--- config.mk ---
export PLATFORM = sky130hd
export DESIGN_NAME = ahb_in_stage
export DESIGN_NICKNAME = d
export VERILOG_FILES = /design/src/common/ahb_in_pkg.sv /design/src/hw/in_stage_ctrl.sv /design/src/hw/hold_reg.sv /design/src/hw/wrap_bound.sv /design/src/hw/burst_fix.sv /design/src/hw/ahb_in_stage.sv
export VERILOG_INCLUDE_DIRS = /design/src /design/src/common
export SDC_FILE = /design/constraint.sdc
export NUM_CORES = 1
export LEC_CHECK = 0
export BUFFER_PORTS_ARGS = -buffer_cell sky130_fd_sc_hd__buf_2
export CELL_PAD_IN_SITES_DETAIL_PLACEMENT = 1
export CELL_PAD_IN_SITES_GLOBAL_PLACEMENT = 2
export CORE_AREA = 2 2 97 99
export CTS_CLUSTER_DIAMETER = 150
export DETAILED_ROUTE_END_ITERATION = 16
export DIE_AREA = 0 0 99 101
export PLACE_DENSITY = 0.95
export SLEW_MARGIN = 10
export SYNTH_ARGS = -nofsm -noshare
export SYNTH_HDL_FRONTEND = slang
export SYNTH_HIERARCHICAL = 1
export SYNTH_SLANG_ARGS = --single-unit
--- constraint.sdc ---
create_clock -name HCLK -period 5.6 [get_ports HCLK]
set_input_delay 1.12 -clock HCLK [delete_from_list [all_inputs] [get_ports HCLK]]
set_output_delay 1.12 -clock HCLK [all_outputs]
set_load 0.01 [all_outputs]
--- src/common/ahb_in_consts.svh ---
// AHB input stage constants: bus field widths and wrap-boundary check limits
`ifndef AHB_IN_CONSTS_SVH
`define AHB_IN_CONSTS_SVH

// ---------------------------------------------------------------------------
// Bus field widths
// ---------------------------------------------------------------------------

// Address bus width
`define AHB_ADDR_W 32

// HPROT protection code width
`define AHB_PROT_W 4

// HMASTER master number width
`define AHB_MASTER_W 4

// ---------------------------------------------------------------------------
// Wrap-boundary check
// ---------------------------------------------------------------------------

// Beat offset width, enough for a 16-beat wrap
`define AHB_OFS_W 4

// Largest HSIZE (log2 of bytes) that gets a scaled offset
// Anything wider than 64 bits falls back to a byte offset
`define AHB_MAX_SIZE_LOG2 3

`endif

--- src/common/ahb_in_pkg.sv ---
// AHB input stage types: field vectors, bus encodings and address/control bundle
`include "ahb_in_consts.svh"

package ahb_in_pkg;

  // Field vectors
  typedef logic [`AHB_ADDR_W-1:0]   haddr_t;    // Bus address
  typedef logic [`AHB_PROT_W-1:0]   hprot_t;    // Protection code
  typedef logic [`AHB_MASTER_W-1:0] hmaster_t;  // Master number
  typedef logic [`AHB_OFS_W-1:0]    beat_ofs_t; // Beat offset in largest wrap

  // HTRANS encoding
  typedef enum logic [1:0] {
    TRN_IDLE   = 2'b00,
    TRN_BUSY   = 2'b01,
    TRN_NONSEQ = 2'b10,
    TRN_SEQ    = 2'b11
  } htrans_e;

  // HBURST encoding, wrap types have bit 0 clear
  typedef enum logic [2:0] {
    BUR_SINGLE = 3'b000,
    BUR_INCR   = 3'b001,
    BUR_WRAP4  = 3'b010,
    BUR_INCR4  = 3'b011,
    BUR_WRAP8  = 3'b100,
    BUR_INCR8  = 3'b101,
    BUR_WRAP16 = 3'b110,
    BUR_INCR16 = 3'b111
  } hburst_e;

  // HSIZE encoding, log2 of the byte count
  typedef enum logic [2:0] {
    SZ_BYTE = 3'd0, SZ_HALF = 3'd1, SZ_WORD = 3'd2, SZ_DWORD = 3'd3,
    SZ_4WORD = 3'd4, SZ_8WORD = 3'd5, SZ_16WORD = 3'd6, SZ_32WORD = 3'd7
  } hsize_e;

  // HRESP encoding
  typedef enum logic [1:0] {
    RSP_OKAY  = 2'b00,
    RSP_ERROR = 2'b01,
    RSP_RETRY = 2'b10,
    RSP_SPLIT = 2'b11
  } hresp_e;

  // Input stage state: direct path or holding register
  typedef enum logic {ST_PASS = 1'b0, ST_HELD = 1'b1} stage_st_e;

  // Address/control bundle of one AHB address phase
  typedef struct packed {
    haddr_t   addr;     // HADDR
    htrans_e  trans;    // HTRANS
    logic     write;    // HWRITE
    hsize_e   size;     // HSIZE
    hburst_e  burst;    // HBURST
    hprot_t   prot;     // HPROT
    hmaster_t master;   // HMASTER
    logic     mastlock; // HMASTLOCK
  } ahb_ctl_t;

endpackage

--- src/hw/in_stage_ctrl.sv ---
// Input stage control with load strobe, data phase, pending-transfer FSM and response mux
`timescale 1ns/1ps

module in_stage_ctrl
  import ahb_in_pkg::*;
(
  input  logic    HCLK,         // AHB clock
  input  logic    HRESETn,      // Sync reset, active low
  input  logic    HSELS,        // Port select
  input  logic    HREADYS,      // Previous transfer done
  input  htrans_e in_trans,     // Transfer type from master
  input  logic    active_ip,    // Output stage drives this port
  input  logic    readyout_ip,  // Ready from output stage
  input  hresp_e  resp_ip,      // Response from output stage
  output logic    load_reg,     // Capture strobe for holding register
  output logic    held,         // Holding register selected
  output logic    held_tran_ip, // Request to output stage
  output logic    HREADYOUTS,   // Ready back to master
  output hresp_e  HRESPS        // Response back to master
);

  logic      addr_valid; // Active transfer addressed to this port
  logic      data_valid; // Data phase of an active transfer
  stage_st_e state_q;
  stage_st_e state_d;

  // ---------------------------------------------------------------------------
  // Address and data phase
  // ---------------------------------------------------------------------------

  assign addr_valid = HSELS & in_trans[1];   // NONSEQ or SEQ only
  assign load_reg   = addr_valid & HREADYS;

  always_ff @(posedge HCLK)
  begin
    if (!HRESETn)
      data_valid <= 1'b0;
    else if (HREADYS)
      data_valid <= addr_valid;               // Advances with the bus pipeline
  end

  // ---------------------------------------------------------------------------
  // Pending-transfer FSM
  // ---------------------------------------------------------------------------

  // Loaded but output stage busy -> hold it
  // Output stage driving us and ready -> back to direct path
  always_comb
  begin
    state_d = state_q;
    if (load_reg && !active_ip)
      state_d = ST_HELD;
    else if (active_ip && readyout_ip)
      state_d = ST_PASS;
  end

  always_ff @(posedge HCLK)
  begin
    if (!HRESETn)
      state_q <= ST_PASS;
    else
      state_q <= state_d;
  end

  assign held         = (state_q == ST_HELD);
  assign held_tran_ip = load_reg | held;      // Request from address phase on

  // ---------------------------------------------------------------------------
  // Response mux
  // ---------------------------------------------------------------------------

  always_comb
  begin
    if (!data_valid)
    begin
      HREADYOUTS = 1'b1;                       // Idle, busy or not selected
      HRESPS     = RSP_OKAY;
    end
    else if (held)
    begin
      HREADYOUTS = 1'b0;                       // Stall master while pending
      HRESPS     = RSP_OKAY;
    end
    else
    begin
      HREADYOUTS = readyout_ip;
      HRESPS     = resp_ip;
    end
  end

  // Request stays up until the output stage picks this port
  a_held_req: assert property (@(posedge HCLK) disable iff (!HRESETn)
    (held_tran_ip && !active_ip) |=> held_tran_ip);

endmodule

--- src/hw/hold_reg.sv ---
// Holding register for the address/control bundle and its direct-or-held mux
`timescale 1ns/1ps

module hold_reg
  import ahb_in_pkg::*;
(
  input  logic     HCLK,       // AHB clock
  input  logic     HRESETn,    // Sync reset, active low
  input  logic     load_reg,   // Capture the current address phase
  input  logic     held,       // Present the held transfer
  input  logic     HSELS,      // Direct port select
  input  ahb_ctl_t in_ctl,     // Direct address/control
  output logic     sel_ip,     // Select to output stage
  output ahb_ctl_t mux_ctl,    // Muxed address/control
  output htrans_e  held_trans  // Transfer type for burst selection
);

  ahb_ctl_t reg_ctl;  // Captured address/control
  htrans_e  reg_trans; // Captured transfer type

  // ---------------------------------------------------------------------------
  // Capture
  // ---------------------------------------------------------------------------

  // Captured transfer type steers the burst rewrite
  always_ff @(posedge HCLK)
  begin
    if (!HRESETn)
      reg_trans <= TRN_IDLE;
    else if (load_reg)
      reg_trans <= in_ctl.trans;
  end

  always_ff @(posedge HCLK)
  begin
    if (load_reg)
      reg_ctl <= in_ctl;                 // Every accepted address phase
  end

  // ---------------------------------------------------------------------------
  // Direct or held path
  // ---------------------------------------------------------------------------

  always_comb
  begin
    if (held)
    begin
      sel_ip        = 1'b1;
      mux_ctl       = reg_ctl;
      mux_ctl.trans = TRN_NONSEQ;        // Held transfer restarts as NONSEQ
    end
    else
    begin
      sel_ip  = HSELS;
      mux_ctl = in_ctl;
    end
  end

  // Original type of the output transfer before the NONSEQ rewrite
  assign held_trans = held ? reg_trans : in_ctl.trans;

endmodule

--- src/hw/wrap_bound.sv ---
// Wrap-boundary detector: flags the beat after the last one before a wrap
`timescale 1ns/1ps
`include "ahb_in_consts.svh"

module wrap_bound
  import ahb_in_pkg::*;
(
  input  logic    HCLK,      // AHB clock
  input  logic    HRESETn,   // Sync reset, active low
  input  logic    HREADYS,   // Address phase accepted
  input  haddr_t  in_addr,   // Address from master
  input  hsize_e  in_size,   // Transfer size from master
  input  hburst_e in_burst,  // Burst type from master
  input  htrans_e in_trans,  // Transfer type from master
  output logic    bound      // Previous beat was last before a wrap
);

  beat_ofs_t offset_addr; // Beat number within the largest wrap
  beat_ofs_t check_addr;  // Offset with unused upper bits forced
  logic      bound_next;
  logic      bound_en;

  // ---------------------------------------------------------------------------
  // Beat offset
  // ---------------------------------------------------------------------------

  always_comb
  begin
    if (in_size > hsize_e'(`AHB_MAX_SIZE_LOG2))
      offset_addr = in_addr[`AHB_OFS_W-1:0];              // Wide sizes, byte offset
    else
      offset_addr = beat_ofs_t'(in_addr >> in_size);      // Drop byte lanes
  end

  // ---------------------------------------------------------------------------
  // Boundary check
  // ---------------------------------------------------------------------------

  always_comb
  begin
    case (in_burst)
      BUR_WRAP4:  check_addr = {2'b11, offset_addr[1:0]};
      BUR_WRAP8:  check_addr = {1'b1, offset_addr[2:0]};
      BUR_WRAP16: check_addr = offset_addr;
      default:    check_addr = '0;                        // SINGLE and INCRx never wrap
    endcase
  end

  assign bound_next = &check_addr;        // Last beat before the wrap
  assign bound_en   = in_trans[1] & HREADYS; // Only NONSEQ/SEQ beats update it

  always_ff @(posedge HCLK)
  begin
    if (!HRESETn)
      bound <= 1'b0;
    else if (bound_en)
      bound <= bound_next;
  end

endmodule

--- src/hw/burst_fix.sv ---
// Early burst termination with the override flag and HTRANS/HBURST rewriting
`timescale 1ns/1ps

module burst_fix
  import ahb_in_pkg::*;
(
  input  logic     HCLK,       // AHB clock
  input  logic     HRESETn,    // Sync reset, active low
  input  logic     HREADYS,    // Address phase accepted
  input  logic     load_reg,   // Transfer captured this cycle
  input  logic     active_ip,  // Output stage drives this port
  input  logic     bound,      // Wrap boundary was crossed
  input  htrans_e  in_trans,   // Transfer type from master
  input  ahb_ctl_t mux_ctl,    // Muxed address/control
  input  htrans_e  held_trans, // Original type of the output transfer
  output ahb_ctl_t out_ctl     // Address/control to output stage
);

  logic burst_override;      // Burst is being completed as INCR
  logic burst_override_next;

  // ---------------------------------------------------------------------------
  // Override flag
  // ---------------------------------------------------------------------------

  // A new burst or an idle ends the override
  // A SEQ beat that lands in the holding register starts one
  always_comb
  begin
    if (in_trans == TRN_NONSEQ || in_trans == TRN_IDLE)
      burst_override_next = 1'b0;
    else if (in_trans == TRN_SEQ && load_reg && !active_ip)
      burst_override_next = 1'b1;
    else
      burst_override_next = burst_override;          // BUSY keeps it
  end

  always_ff @(posedge HCLK)
  begin
    if (!HRESETn)
      burst_override <= 1'b0;
    else if (HREADYS)
      burst_override <= burst_override_next;
  end

  // ---------------------------------------------------------------------------
  // Rewriting
  // ---------------------------------------------------------------------------

  always_comb
  begin
    out_ctl = mux_ctl;
    // Past the wrap point the INCR view breaks, so restart the sequence
    if (burst_override && bound)
      out_ctl.trans = htrans_e'({mux_ctl.trans[1], 1'b0}); // SEQ->NONSEQ, BUSY->IDLE
    if (burst_override && held_trans != TRN_NONSEQ)
      out_ctl.burst = BUR_INCR;                            // Undefined-length remainder
  end

  // An interrupted SEQ beat goes out as INCR from the next cycle on
  a_incr_ovr: assert property (@(posedge HCLK) disable iff (!HRESETn)
    (load_reg && !active_ip && in_trans == TRN_SEQ)
      |=> (out_ctl.burst == BUR_INCR));

endmodule

--- src/hw/ahb_in_stage.sv ---
// AHB bus matrix input stage: holds a pending transfer until its output stage is free
`timescale 1ns/1ps

module ahb_in_stage
  import ahb_in_pkg::*;
(
  // Clock and reset
  input  logic     HCLK,          // AHB clock
  input  logic     HRESETn,       // Sync reset, active low

  // Master side
  input  logic     HSELS,         // Port select
  input  logic     HREADYS,       // Previous transfer done
  input  ahb_ctl_t in_ctl,        // Address/control from master
  output logic     HREADYOUTS,    // Ready back to master
  output hresp_e   HRESPS,        // Response back to master

  // Output stage side
  input  logic     active_ip,     // Output stage drives this port
  input  logic     readyout_ip,   // Ready from output stage
  input  hresp_e   resp_ip,       // Response from output stage
  output logic     sel_ip,        // Select to output stage
  output ahb_ctl_t out_ctl,       // Address/control to output stage
  output logic     held_tran_ip   // Arbitration request
);

  logic     load_reg;   // Address phase accepted on this port
  logic     held;       // Holding register on the output
  ahb_ctl_t mux_ctl;    // Direct or held bundle
  htrans_e  held_trans; // Type used for burst selection
  logic     bound;      // Wrap boundary crossed

  in_stage_ctrl u_ctrl (
    .HCLK         (HCLK),
    .HRESETn      (HRESETn),
    .HSELS        (HSELS),
    .HREADYS      (HREADYS),
    .in_trans     (in_ctl.trans),
    .active_ip    (active_ip),
    .readyout_ip  (readyout_ip),
    .resp_ip      (resp_ip),
    .load_reg     (load_reg),
    .held         (held),
    .held_tran_ip (held_tran_ip),
    .HREADYOUTS   (HREADYOUTS),
    .HRESPS       (HRESPS)
  );

  hold_reg u_hold (
    .HCLK       (HCLK),
    .HRESETn    (HRESETn),
    .load_reg   (load_reg),
    .held       (held),
    .HSELS      (HSELS),
    .in_ctl     (in_ctl),
    .sel_ip     (sel_ip),
    .mux_ctl    (mux_ctl),
    .held_trans (held_trans)
  );

  // Boundary check works on the raw master beats
  wrap_bound u_bound (
    .HCLK     (HCLK),
    .HRESETn  (HRESETn),
    .HREADYS  (HREADYS),
    .in_addr  (in_ctl.addr),
    .in_size  (in_ctl.size),
    .in_burst (in_ctl.burst),
    .in_trans (in_ctl.trans),
    .bound    (bound)
  );

  burst_fix u_fix (
    .HCLK       (HCLK),
    .HRESETn    (HRESETn),
    .HREADYS    (HREADYS),
    .load_reg   (load_reg),
    .active_ip  (active_ip),
    .bound      (bound),
    .in_trans   (in_ctl.trans),
    .mux_ctl    (mux_ctl),
    .held_trans (held_trans),
    .out_ctl    (out_ctl)
  );

endmodule

==> impl_metrics.py, run 1 <==
metrics = {
    "route": {
        "drt-total-wl_um": 5820,
        "drtAntennaViolNets": 0,
        "via_per_inst": 4.58,
        "first_iter_violations": 51,
        "dr.pass1.iters": 4,
        "vias": 1766,
        "avgRoutedWirePerCell_um": 15.1,
        "remaining_drc_errors": 0,
    },
    "global_route": {
        "grt.total_usage_pct": 11.6,
        "gr-total-overflow": 0,
        "grt_pass1_vias": 1867,
        "antenna_found_initial": 0,
        "grt_pass1_wl_um": 9410,
        "grt_max_degree": 59,
    },
    "cells_and_area": {
        "layout.nets": 332,
        "num_antenna_cells": 0,
        "drive_above_1_share_pct": 62.2,
        "area_growth_pct": 10.7,
        "utilization_pct": 38.1,
    },
    "setup_path": {
        "worstRegToRegCells": 2,
        "cp_max_fo": 58,
        "cp_data_required_time_ps": 4480,
        "start_kind": "flip-flop",
        "cp-end-kind": "primary output",
        "worstReg2RegStart": "u_ctrl/held$_SDFFE_PN0P_",
        "setup.worst_path.class": "reg -> out",
        "regToRegEndpoint": "u_ctrl/held$_SDFFE_PN0P_",
        "crit_arrival_ps": 2100,
        "rrSetupSlack_ps": 4170,
    },
    "die": {
        "num_io_pins": 113,
        "dieArea_sq_um": 10000,
        "initial_core_util_pct": 34.4,
        "die_x_um": 99,
        "rows": 35,
        "chipHeight_um": 101,
        "core_sq_um": 8980,
    },
    "clock_tree": {
        "cts_setup_buffers": 0,
        "cts_buffers": 5,
        "cts-root-buf": "clkbuf_8",
        "cts_resized": 0,
        "holdBufCountCts": 0,
        "cts_tree": "built",
        "h-tree-depth": 2,
        "clkSinkCount": 54,
        "clk_latency_ps": 290,
        "cts.clk_slew.worst_paths_ps": 90,
        "max-clock-path-buffers": 2,
    },
    "min_path": {
        "hold_depth": 2,
        "hold-path-endpoint": "u_bound/bound$_SDFFE_PN0P_",
        "min_from": "u_bound/bound$_SDFFE_PN0P_",
        "hold_path_class": "reg -> reg",
    },
    "yosys": {
        "synth_ff_type": "edfxtp_1",
        "ys_types": 32,
        "synth-seq-cells": 54,
        "synth_edf_count": 48,
        "syn_area_per_cell_sq_um": 14.9,
        "synth_cells": 207,
        "synth_common_cells": "edfxtp_1 (48), mux2_4 (47), buf_4 (46)",
        "async_flop_share_pct": 0,
        "yosys-top-cells-area": "edfxtp_1 (47%), mux2_4 (23%), buf_4 (11%)",
        "mappedNetlistArea_sq_um": 3090,
        "yosysSeqAreaShare_pct": 50.6,
        "ys_warn_count": 6,
        "syn_nets": 265,
        "synth_top_cell_by_area": "edfxtp_1",
        "yosysMostFrequentCell": "edfxtp_1",
        "yosysTopAreaCellShare_pct": 46.7,
    },
    "timing": {
        "fmax_ghz": 0.311,
        "setup_violations": 0,
        "fin_skew_ps": 0,
        "whs_ps": 515,
        "setup_ws_ps": 2380,
        "finalCritPeriodShare_pct": 57.4,
        "fin_tns_setup_ps": 0,
        "fin_crit_ps": 3220,
        "relSlewSlack_pct": 26.0,
        "hold_viol_final": 0,
        "finalMaxSlewViolations": 0,
        "tightestPinTransition_ps": 1110,
        "grt_setup_unrepaired": "no",
    },
    "run_status": {
        "run_status": "completed",
    },
    "power_and_ir_drop": {
        "leakage_nw": 1.46,
        "ir_drop_mv": 0.0948,
        "pwr_density_cell_nw_per_um2": 235,
        "finalPower_mw": 0.802,
    },
    "placed_design": {
        "dp_hpwl_um": 4310,
        "gp_congestion": 0.727,
        "port_buffers": 112,
        "pre_cts_ws_ps": 2440,
    },
    "run": {
        "maxCapViolations": 0,
    },
}
==> power by group <==
group / switching (mW) / internal, mW
registers: 0.0109 / 0.458
logic: 0.0553 / 0.0704
clock network: 0.119 / 0.0893
total: 0.185 / 0.617
==> cell type report <==
type                    instances  area (sq um)
clock buffers                   8          80.1
inverters                       5          18.8
well taps                     111           139
repair buffers                112           561
multi-input cells              96          1050
fillers                       964          5560
flip-flops and latches         54          1570
==> critical path: stages (launching register included) <==
cell,delay [ps]
dfxtp_4,970
nor2b_1,150
a21o_1,190
nand2b_1,160
a21boi_0,170
buf_2,150
==> flip-flops by register name, indices dropped and copies added, names as in the netlist <==
signal / flops
u_ctrl/data_valid: 1
u_bound/bound: 1
u_hold/reg_ctl: 48
u_fix/burst_override: 1
u_ctrl/held: 1
u_hold/reg_trans: 2
==> worst max path at each step <==
stage	cells past startpoint	startpoint	slack, ps	endpoint
2_1_floorplan	4	in_ctl[16]	2650	out_ctl[10]
3_3_place_gp	6	in_ctl[16]	2460	out_ctl[10]
3_5_place_dp	6	in_ctl[16]	2440	out_ctl[11]
4_1_cts	5	u_ctrl/held$_SDFFE_PN0P_	2290	out_ctl[11]
5_1_grt	5	u_ctrl/held$_SDFFE_PN0P_	2180	out_ctl[11]
6_report	5	u_ctrl/held$_SDFFE_PN0P_	2380	out_ctl[11]
==> cells by family after synthesis <==
logic type | after synthesis | synth area share [%]
compound gates | 20 | 4.86
buf+inv | 57 | 15.2
flops | 54 | 50.6
mux | 51 | 24.2
simple gates | 25 | 5.07
==> metrics by stage <==
stage | area (sq um) | cells
2_1_floorplan | 3090 | 207
3_3_place_gp | 3340 | 378
3_5_place_dp | 3340 | 378
4_1_cts | 3420 | 386
5_1_grt | 3420 | 386
6_report | 3420 | 386
==> layout by cell type, fill, tap and decap left out, types with 2 or more instances in the layout <==
cell type | Yosys | final
buf_2 | 0 | 112
edfxtp_1 | 48 | 48
mux2_4 | 47 | 47
nand3_1 | 6 | 6
clkbuf_8 | 0 | 5
dfxtp_1 | 6 | 5
a21boi_0 | 5 | 5
inv_1 | 5 | 4
clkbuf_1 | 0 | 3
o21ai_0 | 3 | 3
nand2b_1 | 3 | 3
nor2b_1 | 3 | 3
nor2_1 | 2 | 2
and2b_1 | 2 | 2
nand2_1 | 2 | 2
a21oi_1 | 2 | 2
and3b_1 | 2 | 2
and4b_1 | 2 | 2
a21o_1 | 2 | 2
or2_2 | 2 | 2
mux2_2 | 2 | 2
mux2i_1 | 2 | 2
==> per-layer routing <==
layer,GRT usage [%],vias up,wire length [um]
met5,0,-,0
met4,2.85,0,19
met3,2.91,3,357
met2,19.8,69,2920
met1,14.8,853,2530
li1,-,841,-
Power figures use the tool's default switching activity.
==> inputs of run 2 (changes only) <==
- ABC_AREA: unset -> 1
- CORE_AREA: 2 2 97 99 -> 2 2 112 114
- DIE_AREA: 0 0 99 101 -> 0 0 114 116
- PLACE_DENSITY: 0.95 -> 0.87
- clock period: 5.6 -> 2.7 ns (I/O delays scaled with it)
==> impl_metrics.py, run 2 <==
metrics = {
    "yosys": {
        "yosysTopAreaCellShare_pct": 49.0,
        "yosysMostFrequentCell": "nand2_1",
        "synth_common_cells": "nand2_1 (176), edfxtp_1 (48), buf_4 (47)",
        "synth_edf_count": 48,
        "ys_warn_count": 6,
        "synth_top_cell_by_area": "edfxtp_1",
        "yosys-top-cells-area": "edfxtp_1 (49%), nand2_1 (22%), buf_4 (12%)",
        "yosysSeqAreaShare_pct": 53.1,
        "syn_area_per_cell_sq_um": 8.40,
        "ys_types": 22,
        "async_flop_share_pct": 0,
        "synth_cells": 350,
        "synth_ff_type": "edfxtp_1",
        "synth-seq-cells": 54,
        "mappedNetlistArea_sq_um": 2940,
        "syn_nets": 408,
    },
    "timing": {
        "fin_skew_ps": 0,
        "fmax_ghz": 0.433,
        "grt_setup_unrepaired": "no",
        "finalMaxSlewViolations": 0,
        "whs_ps": 441,
        "finalCritPeriodShare_pct": 85.6,
        "tightestPinTransition_ps": 617,
        "fin_crit_ps": 2310,
        "setup_ws_ps": 389,
        "relSlewSlack_pct": 58.8,
        "fin_tns_setup_ps": 0,
        "setup_violations": 0,
        "hold_viol_final": 0,
    },
    "cells_and_area": {
        "regArea_sq_um": 1560,
        "layout.nets": 474,
        "fin_area_sq_um": 3450,
        "layout_commonest_cell": "nand2_1",
        "largest_reg_flops": 48,
        "multi_input_area_sq_um": 871,
        "area_growth_pct": 17.2,
        "layout_common_cells": "nand2_1 (176), buf_2 (112), edfxtp_1 (48), inv_1 (18), nor2_1 (16)",
        "drive_above_1_share_pct": 32.6,
        "top_regs": "u_hold/reg_ctl: 48 flops, u_hold/reg_trans: 2 flops",
        "top_register": "u_hold/reg_ctl",
        "num_antenna_cells": 0,
        "n_fill_cell": 1466,
    },
    "clock_tree": {
        "h-tree-depth": 2,
        "cts-root-buf": "clkbuf_16",
        "cts_buffers": 5,
        "cts.clk_slew.worst_paths_ps": 70,
        "clk_latency_ps": 290,
        "cts_tree": "built",
        "cts_setup_buffers": 0,
        "cts_resized": 0,
        "max-clock-path-buffers": 2,
        "holdBufCountCts": 0,
        "clkSinkCount": 54,
    },
    "placed_design": {
        "dp_hpwl_um": 5470,
        "port_buffers": 112,
        "gp_congestion": 0.726,
        "pre_cts_ws_ps": 641,
        "dpl_cell_area_sq_um": 3310,
    },
    "die": {
        "num_io_pins": 113,
        "chipHeight_um": 116,
        "dieArea_sq_um": 13200,
        "rows": 40,
        "initial_core_util_pct": 24.7,
        "die_x_um": 114,
        "core_sq_um": 11900,
    },
    "setup_path": {
        "start_kind": "flip-flop",
        "crit_arrival_ps": 1770,
        "cp-end-kind": "primary output",
        "cp_max_fo": 20,
        "setup.worst_path.class": "reg -> out",
        "cp_data_required_time_ps": 2160,
    },
    "route": {
        "avgRoutedWirePerCell_um": 12.7,
        "drt-total-wl_um": 7180,
        "drtAntennaViolNets": 0,
        "vias": 2296,
        "first_iter_violations": 50,
        "remaining_drc_errors": 0,
        "dr.pass1.iters": 4,
        "via_per_inst": 4.07,
    },
    "power_and_ir_drop": {
        "leakage_nw": 1.67,
        "ir_drop_mv": 0.209,
        "pwr_density_cell_nw_per_um2": 529,
    },
    "global_route": {
        "grt.total_usage_pct": 10.9,
        "grt_pass1_wl_um": 11300,
        "grt_max_degree": 35,
        "gr-total-overflow": 0,
        "grt_pass1_vias": 2367,
        "antenna_found_initial": 1,
    },
    "run": {
        "maxCapViolations": 0,
    },
    "min_path": {
        "hold_path_class": "in -> reg",
    },
    "run_status": {
        "run_status": "completed",
    },
}
-- run 2: cell count changes after synthesis, moves of 3 or more --
cell,previous run,this run
mux2_4,47,0
nor2b_1,3,0
buf_2,0,8
nor2_1,2,16
nand2_1,2,176
inv_1,5,19
a21boi_0,5,2
nand2b_1,3,0
inv_2,0,3
buf_12,4,0
a21oi_2,0,3
-- run 2: worst max-delay path, cell delays in order, from the launching register on --
cell and delay [ps]:
dfxtp_2 520, buf_4 310, nand2_1 80, o21ai_0 110, a21oi_2 110, or2_1 210
buf_2 140
-- run 2: through the flow --
step | instances | utilization, % | total power, mW
2_1_floorplan | 350 | - | 1.17
3_3_place_gp | 556 | 27.8 | 1.23
3_5_place_dp | 556 | 27.8 | 1.24
4_1_cts | 564 | 28.9 | 1.87
5_1_grt | 564 | 28.9 | 1.93
6_report | 564 | 28.9 | 1.83
-- run 2: power by group --
part	total (mW)	switching, mW	internal (mW)
Clock	0.609	0.270	0.340
Sequential	0.963	0.0120	0.951
Combinational	0.254	0.151	0.103
-- run 2: final timing paths --
kind | from | to | slack [ps] | cells after the start
min reg2reg | u_hold/reg_trans[0]$_SDFFE_PN0P_ | u_hold/reg_trans[0]$_SDFFE_PN0P_ | 480 | 2
max | u_ctrl/held$_SDFFE_PN0P_ | out_ctl[9] | 390 | 6
min | in_ctl[6] | u_hold/reg_ctl[6]$_DFFE_PP_ | 440 | 1
max reg2reg | u_ctrl/held$_SDFFE_PN0P_ | u_ctrl/held$_SDFFE_PN0P_ | 1750 | 4
-- run 2: metal layers --
metal	global-route usage, %	up-vias	part of all wire (%)
met5	0	-	0
met1	13.4	1053	44
met2	19.2	60	50
met3	2.41	8	4.9
li1	-	1175	-
met4	3.33	0	1.3
-- run 2: area by class of cell --
type                            instances  area share (%)
Clock buffer                            6            3.74
Clock inverter                          2           0.254
Inverter                               22            2.39
Multi-Input combinational cell        216            25.3
Sequential cell                        54            45.3
Tap cell                              147            5.33
Timing Repair Buffer                  117            17.7
-- run 2: cells by family after synthesis --
| logic type | share of synthesized area (%) |
|---|---|
| and+or+nand+nor | 26.8 |
| DFF | 53.1 |
| AOI/OAI and AO/OA | 2.81 |
| buffers and inverters | 17.3 |
